==> src/common/panel_pkg.sv <==
package panel_pkg;

    typedef enum logic [1:0] {
        PRIV_USER       = 2'd0,
        PRIV_SUPERVISOR = 2'd1,
        PRIV_RESERVED   = 2'd2,
        PRIV_MACHINE    = 2'd3
    } priv_e;

    typedef struct packed {
        logic        init_start;  // image load begins
        logic        init_done;
        logic        data_we;
        logic        busy;
        priv_e       priv;
        logic [31:0] pc;
        logic [31:0] ir;
        logic [31:0] odata;       // program output word
    } core_status_t;

    typedef struct packed {
        logic halt;
        logic finish;
    } core_event_t;

    typedef struct packed {
        logic up;
        logic down;
        logic left;
        logic right;
        logic centre;
    } buttons_t;

    typedef struct packed {
        logic       kbd_we;
        logic [7:0] kbd_data;
        logic       mouse_we;
        logic [7:0] mouse_data;
    } ps2_event_t;

    typedef struct packed {
        logic [7:0] sg;  // cathodes, active low
        logic [7:0] an;  // anodes, active low
    } seg_drive_t;

    typedef struct packed {
        logic b;
        logic g;
        logic r;
    } rgb_t;

    typedef struct packed {
        logic init_done;
        logic data_we;
        logic busy;
        logic stopped;
    } status_led_t;

    // bit 7 is the decimal point, bits 6:0 are segments a to g
    typedef logic [7:0] glyph_t;

    localparam int          SCAN_DIV       = 16000;  // cycles per digit
    localparam int          SCAN_CNT_BITS  = $clog2(SCAN_DIV);
    localparam int          LOAD_STEP_BITS = 16;
    localparam logic [31:0] RUN_TIMEOUT    = 32'h0200_0000;
    localparam int          BLINK_BITS     = 4;
    localparam int          PWM_BITS       = 12;
    localparam int          BREATH_STEP_B  = 2;
    localparam int          BREATH_STEP_G  = 3;
    localparam int          BREATH_STEP_R  = 5;
    localparam int          BREATH_INIT_G  = 64;
    localparam int          BREATH_INIT_R  = 512;

    localparam glyph_t GLYPH_BLANK = 8'b0000_0000;
    localparam glyph_t GLYPH_DP    = 8'b1000_0000;
    localparam glyph_t GLYPH_CAP_A = 8'b0111_0111;
    localparam glyph_t GLYPH_R     = 8'b0000_0101;
    localparam glyph_t GLYPH_C     = 8'b0000_1101;
    localparam glyph_t GLYPH_H     = 8'b0001_0111;
    localparam glyph_t GLYPH_P     = 8'b0110_0111;
    localparam glyph_t GLYPH_O     = 8'b0001_1101;
    localparam glyph_t GLYPH_L     = 8'b0000_1110;
    localparam glyph_t GLYPH_A     = 8'b0111_1101;
    localparam glyph_t GLYPH_D     = 8'b0011_1101;
    localparam glyph_t GLYPH_I     = 8'b0001_0000;
    localparam glyph_t GLYPH_N     = 8'b0001_0101;
    localparam glyph_t GLYPH_G     = 8'b1111_1011;  // tail lit on the dp

    localparam glyph_t HEX_FONT [0:15] = '{
        8'b0111_1110, 8'b0011_0000, 8'b0110_1101, 8'b0111_1001,
        8'b0011_0011, 8'b0101_1011, 8'b0101_1111, 8'b0111_0000,
        8'b0111_1111, 8'b0111_1011, 8'b0111_0111, 8'b0001_1111,
        8'b0100_1110, 8'b0011_1101, 8'b0100_1111, 8'b0100_0111
    };

    // index is the digit number, leftmost digit first
    localparam glyph_t IDLE_BANNER [7:0] = '{
        GLYPH_CAP_A, GLYPH_R, GLYPH_C, GLYPH_H,
        GLYPH_P, GLYPH_R, GLYPH_O, GLYPH_C
    };

    localparam glyph_t LOAD_BANNER [0:15] = '{
        GLYPH_BLANK, GLYPH_BLANK, GLYPH_BLANK, GLYPH_BLANK,
        GLYPH_BLANK, GLYPH_BLANK, GLYPH_BLANK, GLYPH_L,
        GLYPH_O, GLYPH_A, GLYPH_D, GLYPH_I,
        GLYPH_N, GLYPH_G, GLYPH_DP, GLYPH_DP
    };

endpackage

==> src/source/run_monitor.sv <==
`timescale 1ns/10ps

module run_monitor import panel_pkg::*; (
    input  logic         CORE_CLK,
    input  logic         CORE_RST_X,
    input  core_status_t status,
    input  core_event_t  events,
    input  buttons_t     buttons,
    output logic         stopped,
    output logic         load_active,
    output logic [3:0]   load_step
);

    logic                      stop_req;
    logic [LOAD_STEP_BITS-1:0] step_cnt;  // cycles within one banner step

    // any one source ends the run
    assign stop_req = buttons.centre
                    | events.halt
                    | events.finish
                    | (status.odata > RUN_TIMEOUT);

    always_ff @(posedge CORE_CLK) begin
        if (!CORE_RST_X) begin
            stopped <= 1'b0;
        end else if (stop_req) begin
            stopped <= 1'b1;  // sticky until reset
        end
    end

    // load window from init_start to init_done
    always_ff @(posedge CORE_CLK) begin
        if (!CORE_RST_X) begin
            load_active <= 1'b0;
        end else if (!load_active && status.init_start && !status.init_done) begin
            load_active <= 1'b1;
        end else if (status.init_done) begin
            load_active <= 1'b0;
        end
    end

    // counter holds its value outside the window
    always_ff @(posedge CORE_CLK) begin
        if (!CORE_RST_X) begin
            step_cnt  <= '0;
            load_step <= '0;
        end else if (load_active) begin
            step_cnt <= step_cnt + 1'b1;
            if (&step_cnt) begin
                load_step <= load_step + 1'b1;  // advance on wrap
            end
        end
    end

    stop_is_sticky: assert property (
        @(posedge CORE_CLK) disable iff (!CORE_RST_X)
        stopped |=> stopped
    );

endmodule

==> src/source/display_source.sv <==
`timescale 1ns/10ps

module display_source import panel_pkg::*; (
    input  logic         CORE_CLK,
    input  logic         CORE_RST_X,
    input  ps2_event_t   ps2,
    input  buttons_t     buttons,
    input  core_status_t status,
    output logic [31:0]  value
);

    // mouse pair in the upper half, keyboard pair in the lower half
    logic [31:0] history;
    logic        blank_sel;

    always_ff @(posedge CORE_CLK) begin
        if (!CORE_RST_X) begin
            history <= '0;
        end else begin
            if (ps2.kbd_we) begin
                history[15:0] <= {history[7:0], ps2.kbd_data};  // previous key moves up
            end
            if (ps2.mouse_we) begin
                history[31:16] <= {history[23:16], ps2.mouse_data};
            end
        end
    end

    assign blank_sel = buttons.up | buttons.down | buttons.centre;

    // button priority follows the board labels
    always_ff @(posedge CORE_CLK) begin
        if (blank_sel) begin
            value <= '0;
        end else if (buttons.left) begin
            value <= status.pc;
        end else if (buttons.right) begin
            value <= status.ir;
        end else begin
            value <= history;
        end
    end

endmodule

==> src/seven_seg/seg_scan.sv <==
`timescale 1ns/10ps

module seg_scan import panel_pkg::*; (
    input  logic        CORE_CLK,
    input  logic        CORE_RST_X,
    input  logic [31:0] value,
    input  logic        init_done,
    input  logic        load_active,
    input  logic [3:0]  load_step,
    output seg_drive_t  seg
);

    typedef enum logic [1:0] {
        MODE_HEX,
        MODE_IDLE,
        MODE_LOAD
    } scan_mode_e;

    logic [SCAN_CNT_BITS-1:0] scan_cnt;
    logic                     scan_step;   // digit advance strobe
    logic [7:0]               next_an;
    logic [2:0]               next_digit;
    logic [3:0]               nibble;
    logic [3:0]               load_index;
    scan_mode_e               mode;
    glyph_t                   glyph;

    // position of the single low anode bit
    function automatic logic [2:0] low_digit(input logic [7:0] an);
        logic [2:0] idx;
        idx = 3'd0;
        for (int i = 0; i < 8; i++) begin
            if (!an[i]) begin
                idx = 3'(i);
            end
        end
        return idx;
    endfunction

    assign scan_step = (scan_cnt == SCAN_CNT_BITS'(SCAN_DIV - 1));

    always_ff @(posedge CORE_CLK) begin
        if (!CORE_RST_X) begin
            scan_cnt <= '0;
        end else if (scan_step) begin
            scan_cnt <= '0;
        end else begin
            scan_cnt <= scan_cnt + 1'b1;
        end
    end

    // first step lights digit 0, then the low bit rotates upward
    assign next_an = (&seg.an) ? 8'b1111_1110 : {seg.an[6:0], seg.an[7]};

    assign next_digit = low_digit(next_an);

    assign nibble = value[{next_digit, 2'b00} +: 4];

    // banner window slides one entry per load step
    assign load_index = load_step + 4'd7 - {1'b0, next_digit};

    always_comb begin
        if (load_active) begin
            mode = MODE_LOAD;
        end else if (!init_done) begin
            mode = MODE_IDLE;
        end else begin
            mode = MODE_HEX;
        end
    end

    always_comb begin
        case (mode)
            MODE_LOAD: begin
                glyph = LOAD_BANNER[load_index];
            end
            MODE_IDLE: begin
                glyph = IDLE_BANNER[next_digit];
            end
            default: begin
                glyph = HEX_FONT[nibble];
            end
        endcase
    end

    // anode and cathodes move together so the glyph matches its digit
    always_ff @(posedge CORE_CLK) begin
        if (!CORE_RST_X) begin
            seg.sg <= '1;   // all segments dark
            seg.an <= '1;   // no digit selected yet
        end else if (scan_step) begin
            seg.sg <= ~glyph;
            seg.an <= next_an;
        end
    end

    // never two digits driven at once
    an_one_cold: assert property (
        @(posedge CORE_CLK) disable iff (!CORE_RST_X)
        $countones(~seg.an) <= 1
    );

endmodule

==> src/source/rgb_status.sv <==
`timescale 1ns/10ps

module rgb_status import panel_pkg::*; (
    input  logic  CORE_CLK,
    input  logic  CORE_RST_X,
    input  priv_e priv,
    input  logic  init_done,
    input  logic  load_active,
    output rgb_t  rgb
);

    // top bit flips the duty direction, so each colour ramps up and down
    typedef logic [PWM_BITS:0] phase_t;

    logic [PWM_BITS-1:0]   pwm_cnt;
    logic [BLINK_BITS-1:0] blink_cnt;
    phase_t                phase_b;
    phase_t                phase_g;
    phase_t                phase_r;
    rgb_t                  breath;

    function automatic logic breath_bit(input phase_t phase,
                                        input logic [PWM_BITS-1:0] pwm);
        logic rising;
        rising = phase[PWM_BITS];
        return rising ? (phase[PWM_BITS-1:0] < pwm) : (phase[PWM_BITS-1:0] >= pwm);
    endfunction

    always_ff @(posedge CORE_CLK) begin
        if (!CORE_RST_X) begin
            pwm_cnt   <= '0;
            blink_cnt <= '0;
        end else begin
            pwm_cnt   <= pwm_cnt + 1'b1;
            blink_cnt <= blink_cnt + 1'b1;
        end
    end

    // colours start out of phase and drift at different rates
    always_ff @(posedge CORE_CLK) begin
        if (!CORE_RST_X) begin
            phase_b <= '0;
            phase_g <= phase_t'(BREATH_INIT_G);
            phase_r <= phase_t'(BREATH_INIT_R);
        end else if (pwm_cnt == '0) begin
            phase_b <= phase_b + phase_t'(BREATH_STEP_B);
            phase_g <= phase_g + phase_t'(BREATH_STEP_G);
            phase_r <= phase_r + phase_t'(BREATH_STEP_R);
        end
    end

    always_ff @(posedge CORE_CLK) begin
        if (!CORE_RST_X) begin
            breath <= '0;
        end else begin
            breath.b <= breath_bit(phase_b, pwm_cnt);
            breath.g <= breath_bit(phase_g, pwm_cnt);
            breath.r <= breath_bit(phase_r, pwm_cnt);
        end
    end

    // short flash once per blink period after init
    always_comb begin
        rgb = '0;
        if (load_active) begin
            rgb = breath;
        end else if (init_done && blink_cnt == '0) begin
            case (priv)
                PRIV_USER:       rgb.b = 1'b1;
                PRIV_SUPERVISOR: rgb.g = 1'b1;
                PRIV_MACHINE:    rgb.r = 1'b1;
                default:         rgb   = '0;  // reserved level stays dark
            endcase
        end
    end

endmodule

==> src/source/status_panel.sv <==
`timescale 1ns/10ps

module status_panel import panel_pkg::*; (
    input  logic         CORE_CLK,
    input  logic         CORE_RST_X,
    input  core_status_t status,
    input  core_event_t  events,
    input  buttons_t     buttons,
    input  ps2_event_t   ps2,
    output seg_drive_t   seg,
    output rgb_t         rgb,
    output status_led_t  leds
);

    logic        stopped;
    logic        load_active;
    logic [3:0]  load_step;    // banner scroll position
    logic [31:0] disp_value;

    run_monitor u_run_monitor (
        .CORE_CLK    (CORE_CLK),
        .CORE_RST_X  (CORE_RST_X),
        .status      (status),
        .events      (events),
        .buttons     (buttons),
        .stopped     (stopped),
        .load_active (load_active),
        .load_step   (load_step)
    );

    display_source u_display_source (
        .CORE_CLK   (CORE_CLK),
        .CORE_RST_X (CORE_RST_X),
        .ps2        (ps2),
        .buttons    (buttons),
        .status     (status),
        .value      (disp_value)
    );

    seg_scan u_seg_scan (
        .CORE_CLK    (CORE_CLK),
        .CORE_RST_X  (CORE_RST_X),
        .value       (disp_value),
        .init_done   (status.init_done),
        .load_active (load_active),
        .load_step   (load_step),
        .seg         (seg)
    );

    rgb_status u_rgb_status (
        .CORE_CLK    (CORE_CLK),
        .CORE_RST_X  (CORE_RST_X),
        .priv        (status.priv),
        .init_done   (status.init_done),
        .load_active (load_active),
        .rgb         (rgb)
    );

    // plain lamps straight from the core levels
    assign leds.init_done = status.init_done;
    assign leds.data_we   = status.data_we;
    assign leds.busy      = status.busy;
    assign leds.stopped   = stopped;

endmodule

==> config.mk <==
export PLATFORM = sky130hd
export DESIGN_NAME = status_panel
export DESIGN_NICKNAME = d
export VERILOG_FILES = /design/src/common/panel_pkg.sv /design/src/source/run_monitor.sv /design/src/source/display_source.sv /design/src/seven_seg/seg_scan.sv /design/src/source/rgb_status.sv /design/src/source/status_panel.sv
export SDC_FILE = /design/constraint.sdc
export NUM_CORES = 1
export LEC_CHECK = 0
export ABC_AREA = 1
export CAP_MARGIN = 10
export CORE_ASPECT_RATIO = 0.6
export CORE_MARGIN = 2
export CORE_UTILIZATION = 30
export CTS_CLUSTER_SIZE = 12
export DETAILED_ROUTE_END_ITERATION = 16
export DONT_BUFFER_PORTS = 1
export SETUP_SLACK_MARGIN = 0.05
export SLEW_MARGIN = 20
export SYNTH_ARGS = -nofsm -noshare
export SYNTH_HDL_FRONTEND = slang
export SYNTH_SLANG_ARGS = --single-unit
==> constraint.sdc <==
create_clock -name CORE_CLK -period 3.3 [get_ports CORE_CLK]
set_input_delay 0.66 -clock CORE_CLK [delete_from_list [all_inputs] [get_ports CORE_CLK]]
set_output_delay 0.66 -clock CORE_CLK [all_outputs]
set_load 0.05 [all_outputs]
# == Yosys cells after proc, flatten, opt, wreduce, memory -nomap -nowiden ==
# Memories as Yosys holds them, arrays and structs flattened.
# Cells that the tools add are included.
# word_totals
inputBits,129
n_memories,3
register_bits,174
word_cells,96
latch_bits,0
ramBits,0
rom_bits,320
# classes
n_mux,28
n_shift,1
n_bitwise,9
n_reduce_logical,12
magnitude_cmp,10
div_mod_pow,0
n_eq_ne,5
addsub,10
n_mul,0
# mem_list
name,depth,word_bits,read_ports,rd_clocked_by_memory_dff,wr,line_no,source
(no name shown),16,8,1,0,0,seg_scan.sv:75,glyph = LOAD_BANNER[load_index];
(no name shown),16,8,1,0,0,seg_scan.sv:81,glyph = HEX_FONT[nibble];
(no name shown),8,8,1,0,0,seg_scan.sv:78,glyph = IDLE_BANNER[next_digit];
# op_table
op,n
32-bit 2-to-1 mux,2
8-bit 2-to-1 mux,6
12-bit >= comparator,3
12-bit < comparator,3
"32-bit by 26-bit greater-than comparator with 1-bit output, second input constant",1
32-bit by 6-bit variable part select with 4-bit output,1
"13-bit by 2-bit adder with 13-bit output, second input constant",2
3-bit 2-to-1 mux,6
17-bit AND reduction,1
"16-bit by 1-bit adder with 16-bit output, second input constant",1
8-bit case mux with 2 select lines,1
"14-bit by 1-bit adder with 14-bit output, second input constant",1
"14-bit equality test, second input constant",1
"13-bit by 3-bit adder with 13-bit output, second input constant",1
"12-bit by 1-bit adder with 12-bit output, second input constant",1
12-bit zero test,1
"5-bit >= comparator, second input constant",2
1-bit 2-to-1 mux,10
4-bit inverter with 5-bit output,2
"4-bit by 1-bit adder with 4-bit output, second input constant",2
8-bit inverter,1
8-bit AND reduction,1
2-bit 2-to-1 mux,3
1-bit bitwise OR,5
other kinds (12),17

# == Longest topological paths before layout ==
# depth
word_depth,16
ltp_mapped,21
ltp_nobuf,20

# == Hierarchy ==
# Synthesis repeated with hierarchy kept, for this count alone.
# hier_totals
hier_cells,1565
hier_area_um2,10397.5
# modules_own_cells
module,area_each_um2,cells_per_inst,instances
rgb_status,3754.9,564,1
display_source,3010.4,464,1
seg_scan,2376.0,356,1
run_monitor,1226.2,177,1
status_panel,30.0,4,1

# == Least setup slack after synthesis ==
# Ideal clock, no wire load.
# synth_path
kind,flip-flop to flip-flop
start,"reg, netlist name u_seg_scan.seg[0]"
end,"reg, netlist name u_seg_scan.seg[11]"
arrival_time_ns,3.104
required_ns,3.183
slack_ns,0.080
n_path_buf,1
setup_ns,0.117
path_stages_with_launch,20
cell_sequence,dfxtp_1 inv_1 nand2_1 nand2_1 nand2_1 nand2_1 nand2_4 nand2_4 buf_6 inv_1 ha_1 ha_1 inv_1 fa_1 xnor2_1 xor2_1 o21ai_0 a32o_1 nor2_1 a21oi_1
# synth_between
elab_chain_cells,16
# synth_rtl
element,line_no,source
8-bit AND reduction,seg_scan.sv:53,"assign next_an = (&seg.an) ? 8'b1111_1110 : {seg.an[6:0], seg.an[7]};"
8-bit 2-to-1 mux *,seg_scan.sv:53,
1-bit 2-to-1 mux,seg_scan.sv:33,if (!an[i]) begin
2-bit 2-to-1 mux (2 in series),seg_scan.sv:33,
3-bit 2-to-1 mux (3 in series),seg_scan.sv:33,
3-bit 2-to-1 mux *,seg_scan.sv:33,
32-bit by 6-bit variable part select with 4-bit output / 4-bit by 3-bit subtractor with 4-bit output (equally long branches),"seg_scan.sv:57, seg_scan.sv:60",
"4-bit inverter with 5-bit output, on equally long branches","seg_scan.sv:81, seg_scan.sv:75",
"memory 16 x 8 bit, on equally long branches",n/a,
"8-bit 2-to-1 mux, on equally long branches (2 in series)","seg_scan.sv:81, seg_scan.sv:75",
8-bit case mux with 2 select lines *,seg_scan.sv:73,case (mode)
8-bit inverter *,seg_scan.sv:92,seg.sg <= ~glyph;
# Every way passes the cells marked *; elsewhere a longest branch is shown, timed or not. The select of a mux whose other input is x is not followed.
# A chain may end at the register's enable or synchronous reset.

# == Worst setup path in the final report ==
# layout_path
start,"reg, netlist name u_seg_scan.seg[0]"
end,"reg, netlist name u_seg_scan.seg[9]"
# layout_between
elab_chain_cells,16
# layout_rtl
element,line_no
8-bit AND reduction,seg_scan.sv:53
8-bit 2-to-1 mux *,seg_scan.sv:53
1-bit 2-to-1 mux,seg_scan.sv:33
2-bit 2-to-1 mux (2 in series),seg_scan.sv:33
3-bit 2-to-1 mux (3 in series),seg_scan.sv:33
3-bit 2-to-1 mux *,seg_scan.sv:33
32-bit by 6-bit variable part select with 4-bit output / 4-bit by 3-bit subtractor with 4-bit output (equally long branches),"seg_scan.sv:57, seg_scan.sv:60"
"4-bit inverter with 5-bit output, on equally long branches","seg_scan.sv:81, seg_scan.sv:75"
"memory 16 x 8 bit, on equally long branches",n/a
"8-bit 2-to-1 mux, on equally long branches (2 in series)","seg_scan.sv:81, seg_scan.sv:75"
8-bit case mux with 2 select lines *,seg_scan.sv:73
8-bit inverter *,seg_scan.sv:92
# Marked as above.

==> metrics.md <==
| Metric | Value |
|---|---|
| Hold WC Path Type | `input port to flop` |
| Detailed placement HPWL | `19300 microns` |
| Max Clk Rate | `348 MHz` |
| Mapped Area | `9080 sq um` |
| Pre-CTS setup slack | `0.154 ns` |
| Unrepaired setup endpoints after global routing | `false` |
| Yosys warnings | `0` |
| Worst-case vdd ir drop | `0.353 mV` |
| Vias/cell | `5.00` |
| Die Y-Extent | `139 microns` |
| Post-Synthesis Cells | `1253` |
| Largest net degree at the start of global routing | `84` |
| CP max FO | `19` |
| Setup CP Type | `flop to flop` |
| Gr ovfl total | `0` |
| Worst EP arrival | `3.20 ns` |
| CTS HTree Levels | `4` |
| Reg clk slew, reported paths | `0.07 ns` |
| Post-synthesis register bit count | `173` |
| Reg2Reg Setup Slack | `0.43 ns` |
| Initial antenna violation count | `2` |
| Routed wire length per instance | `15.4 microns` |
| Post-layout nets | `1438` |
| Vias in the first global route | `7529` |
| CP Capture Type | `flop` |
| Slew HR | `32.1%` |
| Worst setup margin | `0.429 ns` |
| Final Hold Fails | `0` |
| Fin Clk Skew | `0.00855 ns` |
| Post-synthesis sequential area ratio | `38.2%` |
| Layout cells sized above 1 | `6.44%` |
| Worst-Skew Late Latency | `0.45 ns` |
| Power density cells | `462 nW/um^2` |
| Drc violations | `0` |
| Port Buffer Count | `0` |
| Wirelength, routed | `25600 microns` |
| CTS tree | `yes` |
| Pin slew with the least headroom to its limit | `1.01 ns` |
| Syn-to-layout area delta | `11.9%` |
| Ports | `152` |
| Slew Limit Fails | `0` |
| CP required | `3.63 ns` |
| Die ar. | `31700 sq um` |
| Most common cell after layout, fill and taps aside | `nand2_1` |
| Root Buffer | `clkbuf_16` |
| Final min period | `2.87 ns` |
| Mapped Nets | `1445` |
| Total negative setup slack | `0 ns` |
| Drt first pass iters | `5` |
| ANT nets after route | `0` |
| Mean area per synthesized cell | `7.24 sq um` |
| Core footprint | `29900 sq um` |
| Starting Density | `30.4%` |
| Num CTS Buffers | `17` |
| P_leak | `4.06 nW` |
| Status | `finished, final reports clean` |
| Fillers | `3179` |
| Number of distinct library cells after synthesis | `54` |
| Num rows | `49` |
| Vias | `8334` |
| Maximum Capacitance Violations | `0` |
| Total Routing Usage GR | `16.2%` |
| First-pass GRT wire length | `40700 microns` |
| Clock tree buffer depth | `2` |
| Setup violators final | `0` |
| Final Wtd Congestion | `0.866` |
| Chip Width | `229 microns` |
| Post-CTS Hold Fix Bufs | `0` |
| Final Cycle Share | `87.0%` |
| Most frequent cells in the layout | `nand2_1, dfxtp_1, nor2_1` |
| CP Launch Type | `flop` |
| Sink Count | `173` |
| Initial DRC count | `698` |
-- registers in the layout, indices dropped and copies added, names as in the netlist, 3 cells and up --
register and flops:
u_display_source.history 32, u_display_source.value 32, u_run_monitor.step_cnt 16, u_seg_scan.seg 16, u_seg_scan.scan_cnt 14, u_rgb_status.phase_g 13, u_rgb_status.phase_r 13, u_rgb_status.phase_b 12
u_rgb_status.pwm_cnt 12, u_rgb_status.blink_cnt 4, u_run_monitor.load_step 4, u_rgb_status.breath 3
-- cell type report --
| cell class | instances | area, sq um | share of cell area (%) |
|---|---|---|---|
| repair buffers | 20 | 150 | 1.48 |
| flip-flops and latches | 173 | 3460 | 34.1 |
| clock inverters | 12 | 163 | 1.60 |
| clock buffers | 19 | 433 | 4.26 |
| multi-input cells | 899 | 4920 | 48.5 |
| diodes | 1 | 2.50 | 0.0246 |
| well taps | 408 | 510 | 5.03 |
| inverters | 135 | 512 | 5.04 |
-- path summary, 6_finish.rpt --
check,cells past startpoint,startpoint,endpoint
max,17,u_seg_scan.seg[0],u_seg_scan.seg[9]
min reg2reg,1,u_seg_scan.scan_cnt[0],u_seg_scan.scan_cnt[0]
min,1,status[100],u_run_monitor.load_active
max reg2reg,17,u_seg_scan.seg[0],u_seg_scan.seg[9]
-- per-layer routing --
metal / vias to the layer above / share of wire [%] / global-route usage (%)
li1: 4195 / - / -
met1: 3834 / 51 / 24.4
met2: 277 / 40 / 22.1
met3: 26 / 7.3 / 4.38
met4: 2 / 1.4 / 5.16
met5: - / 0.027 / 0
-- worst max-delay path: stages (launching register included) --
cell	delay [ns]
dfxtp_1	0.34
inv_1	0.08
nand2_1	0.07
nand2_1	0.05
nand2_1	0.05
nand2_1	0.08
nand2_4	0.10
nand2_4	0.13
inv_1	0.09
ha_1	0.14
ha_1	0.13
inv_1	0.05
fa_1	0.40
xnor2_2	0.20
xor2_2	0.32
o21ai_0	0.12
a221oi_1	0.28
a21oi_1	0.12
-- what timing repair did --
action	in CTS	in global routing
resized for setup	0	2
endpoints found under the setup margin	0	7
buffers inserted	0	2
-- cells by family after synthesis --
group           synth area share, %
simple gates                   27.5
compound gates                 16.2
buf+inv                        7.97
flops                          38.2
fa+ha+maj                      8.77
xor+xnor                       1.45
-- power breakdown --
part,switching [mW],internal (mW)
Clock,0.890,1.20
Combinational,0.249,0.135
Sequential,0.0599,2.16
Total,1.20,3.49
-- per-stage QoR --
step | total power [mW] | cells | instance area (sq um) | utilization (%) | hold slack (ns)
detailed placement | 2.65 | 1633 | 9530 | 31.9 | 0.445
finish | 4.69 | 1667 | 10200 | 34.0 | 0.285
CTS | 4.74 | 1664 | 10100 | 33.9 | 0.263
global placement | 2.63 | 1633 | 9530 | 31.9 | 0.430
global route | 4.90 | 1667 | 10200 | 34.0 | 0.265
floorplan | 2.56 | 1253 | 9080 | - | 0.418
-- synthesized netlist by cell type (all sizes together) --
library cell	n	area share [%]
o21ai	119	6.6
a31oi	37	2.7
o311ai	1	0.097
a22oi	1	0.083
buf	14	1.0
and3	3	0.21
nor2	163	6.8
nor3b	6	0.50
clkbuf	32	1.3
a221oi	1	0.097
nor3	32	1.9
nand3	75	4.5
a21oi	76	4.2
nand3b	8	0.66
fa	1	0.22
nor4	20	1.5
o41ai	1	0.097
o21bai	1	0.083
o2111ai	1	0.097
a21o	1	0.083
nand2	231	10
dfxtp	173	38
nand4	19	1.3
o21a	6	0.50
a211oi	2	0.17
a311oi	2	0.19
xor2	10	0.96
o31ai	2	0.17
or3	1	0.069
o211ai	2	0.17
a32o	1	0.11
clkinv	3	0.15
or2	1	0.069
o21ba	1	0.11
inv	132	5.5
a41oi	1	0.097
xnor2	5	0.48
o22a	6	0.58
ha	62	8.5
(Power assumes the default switching activity.)
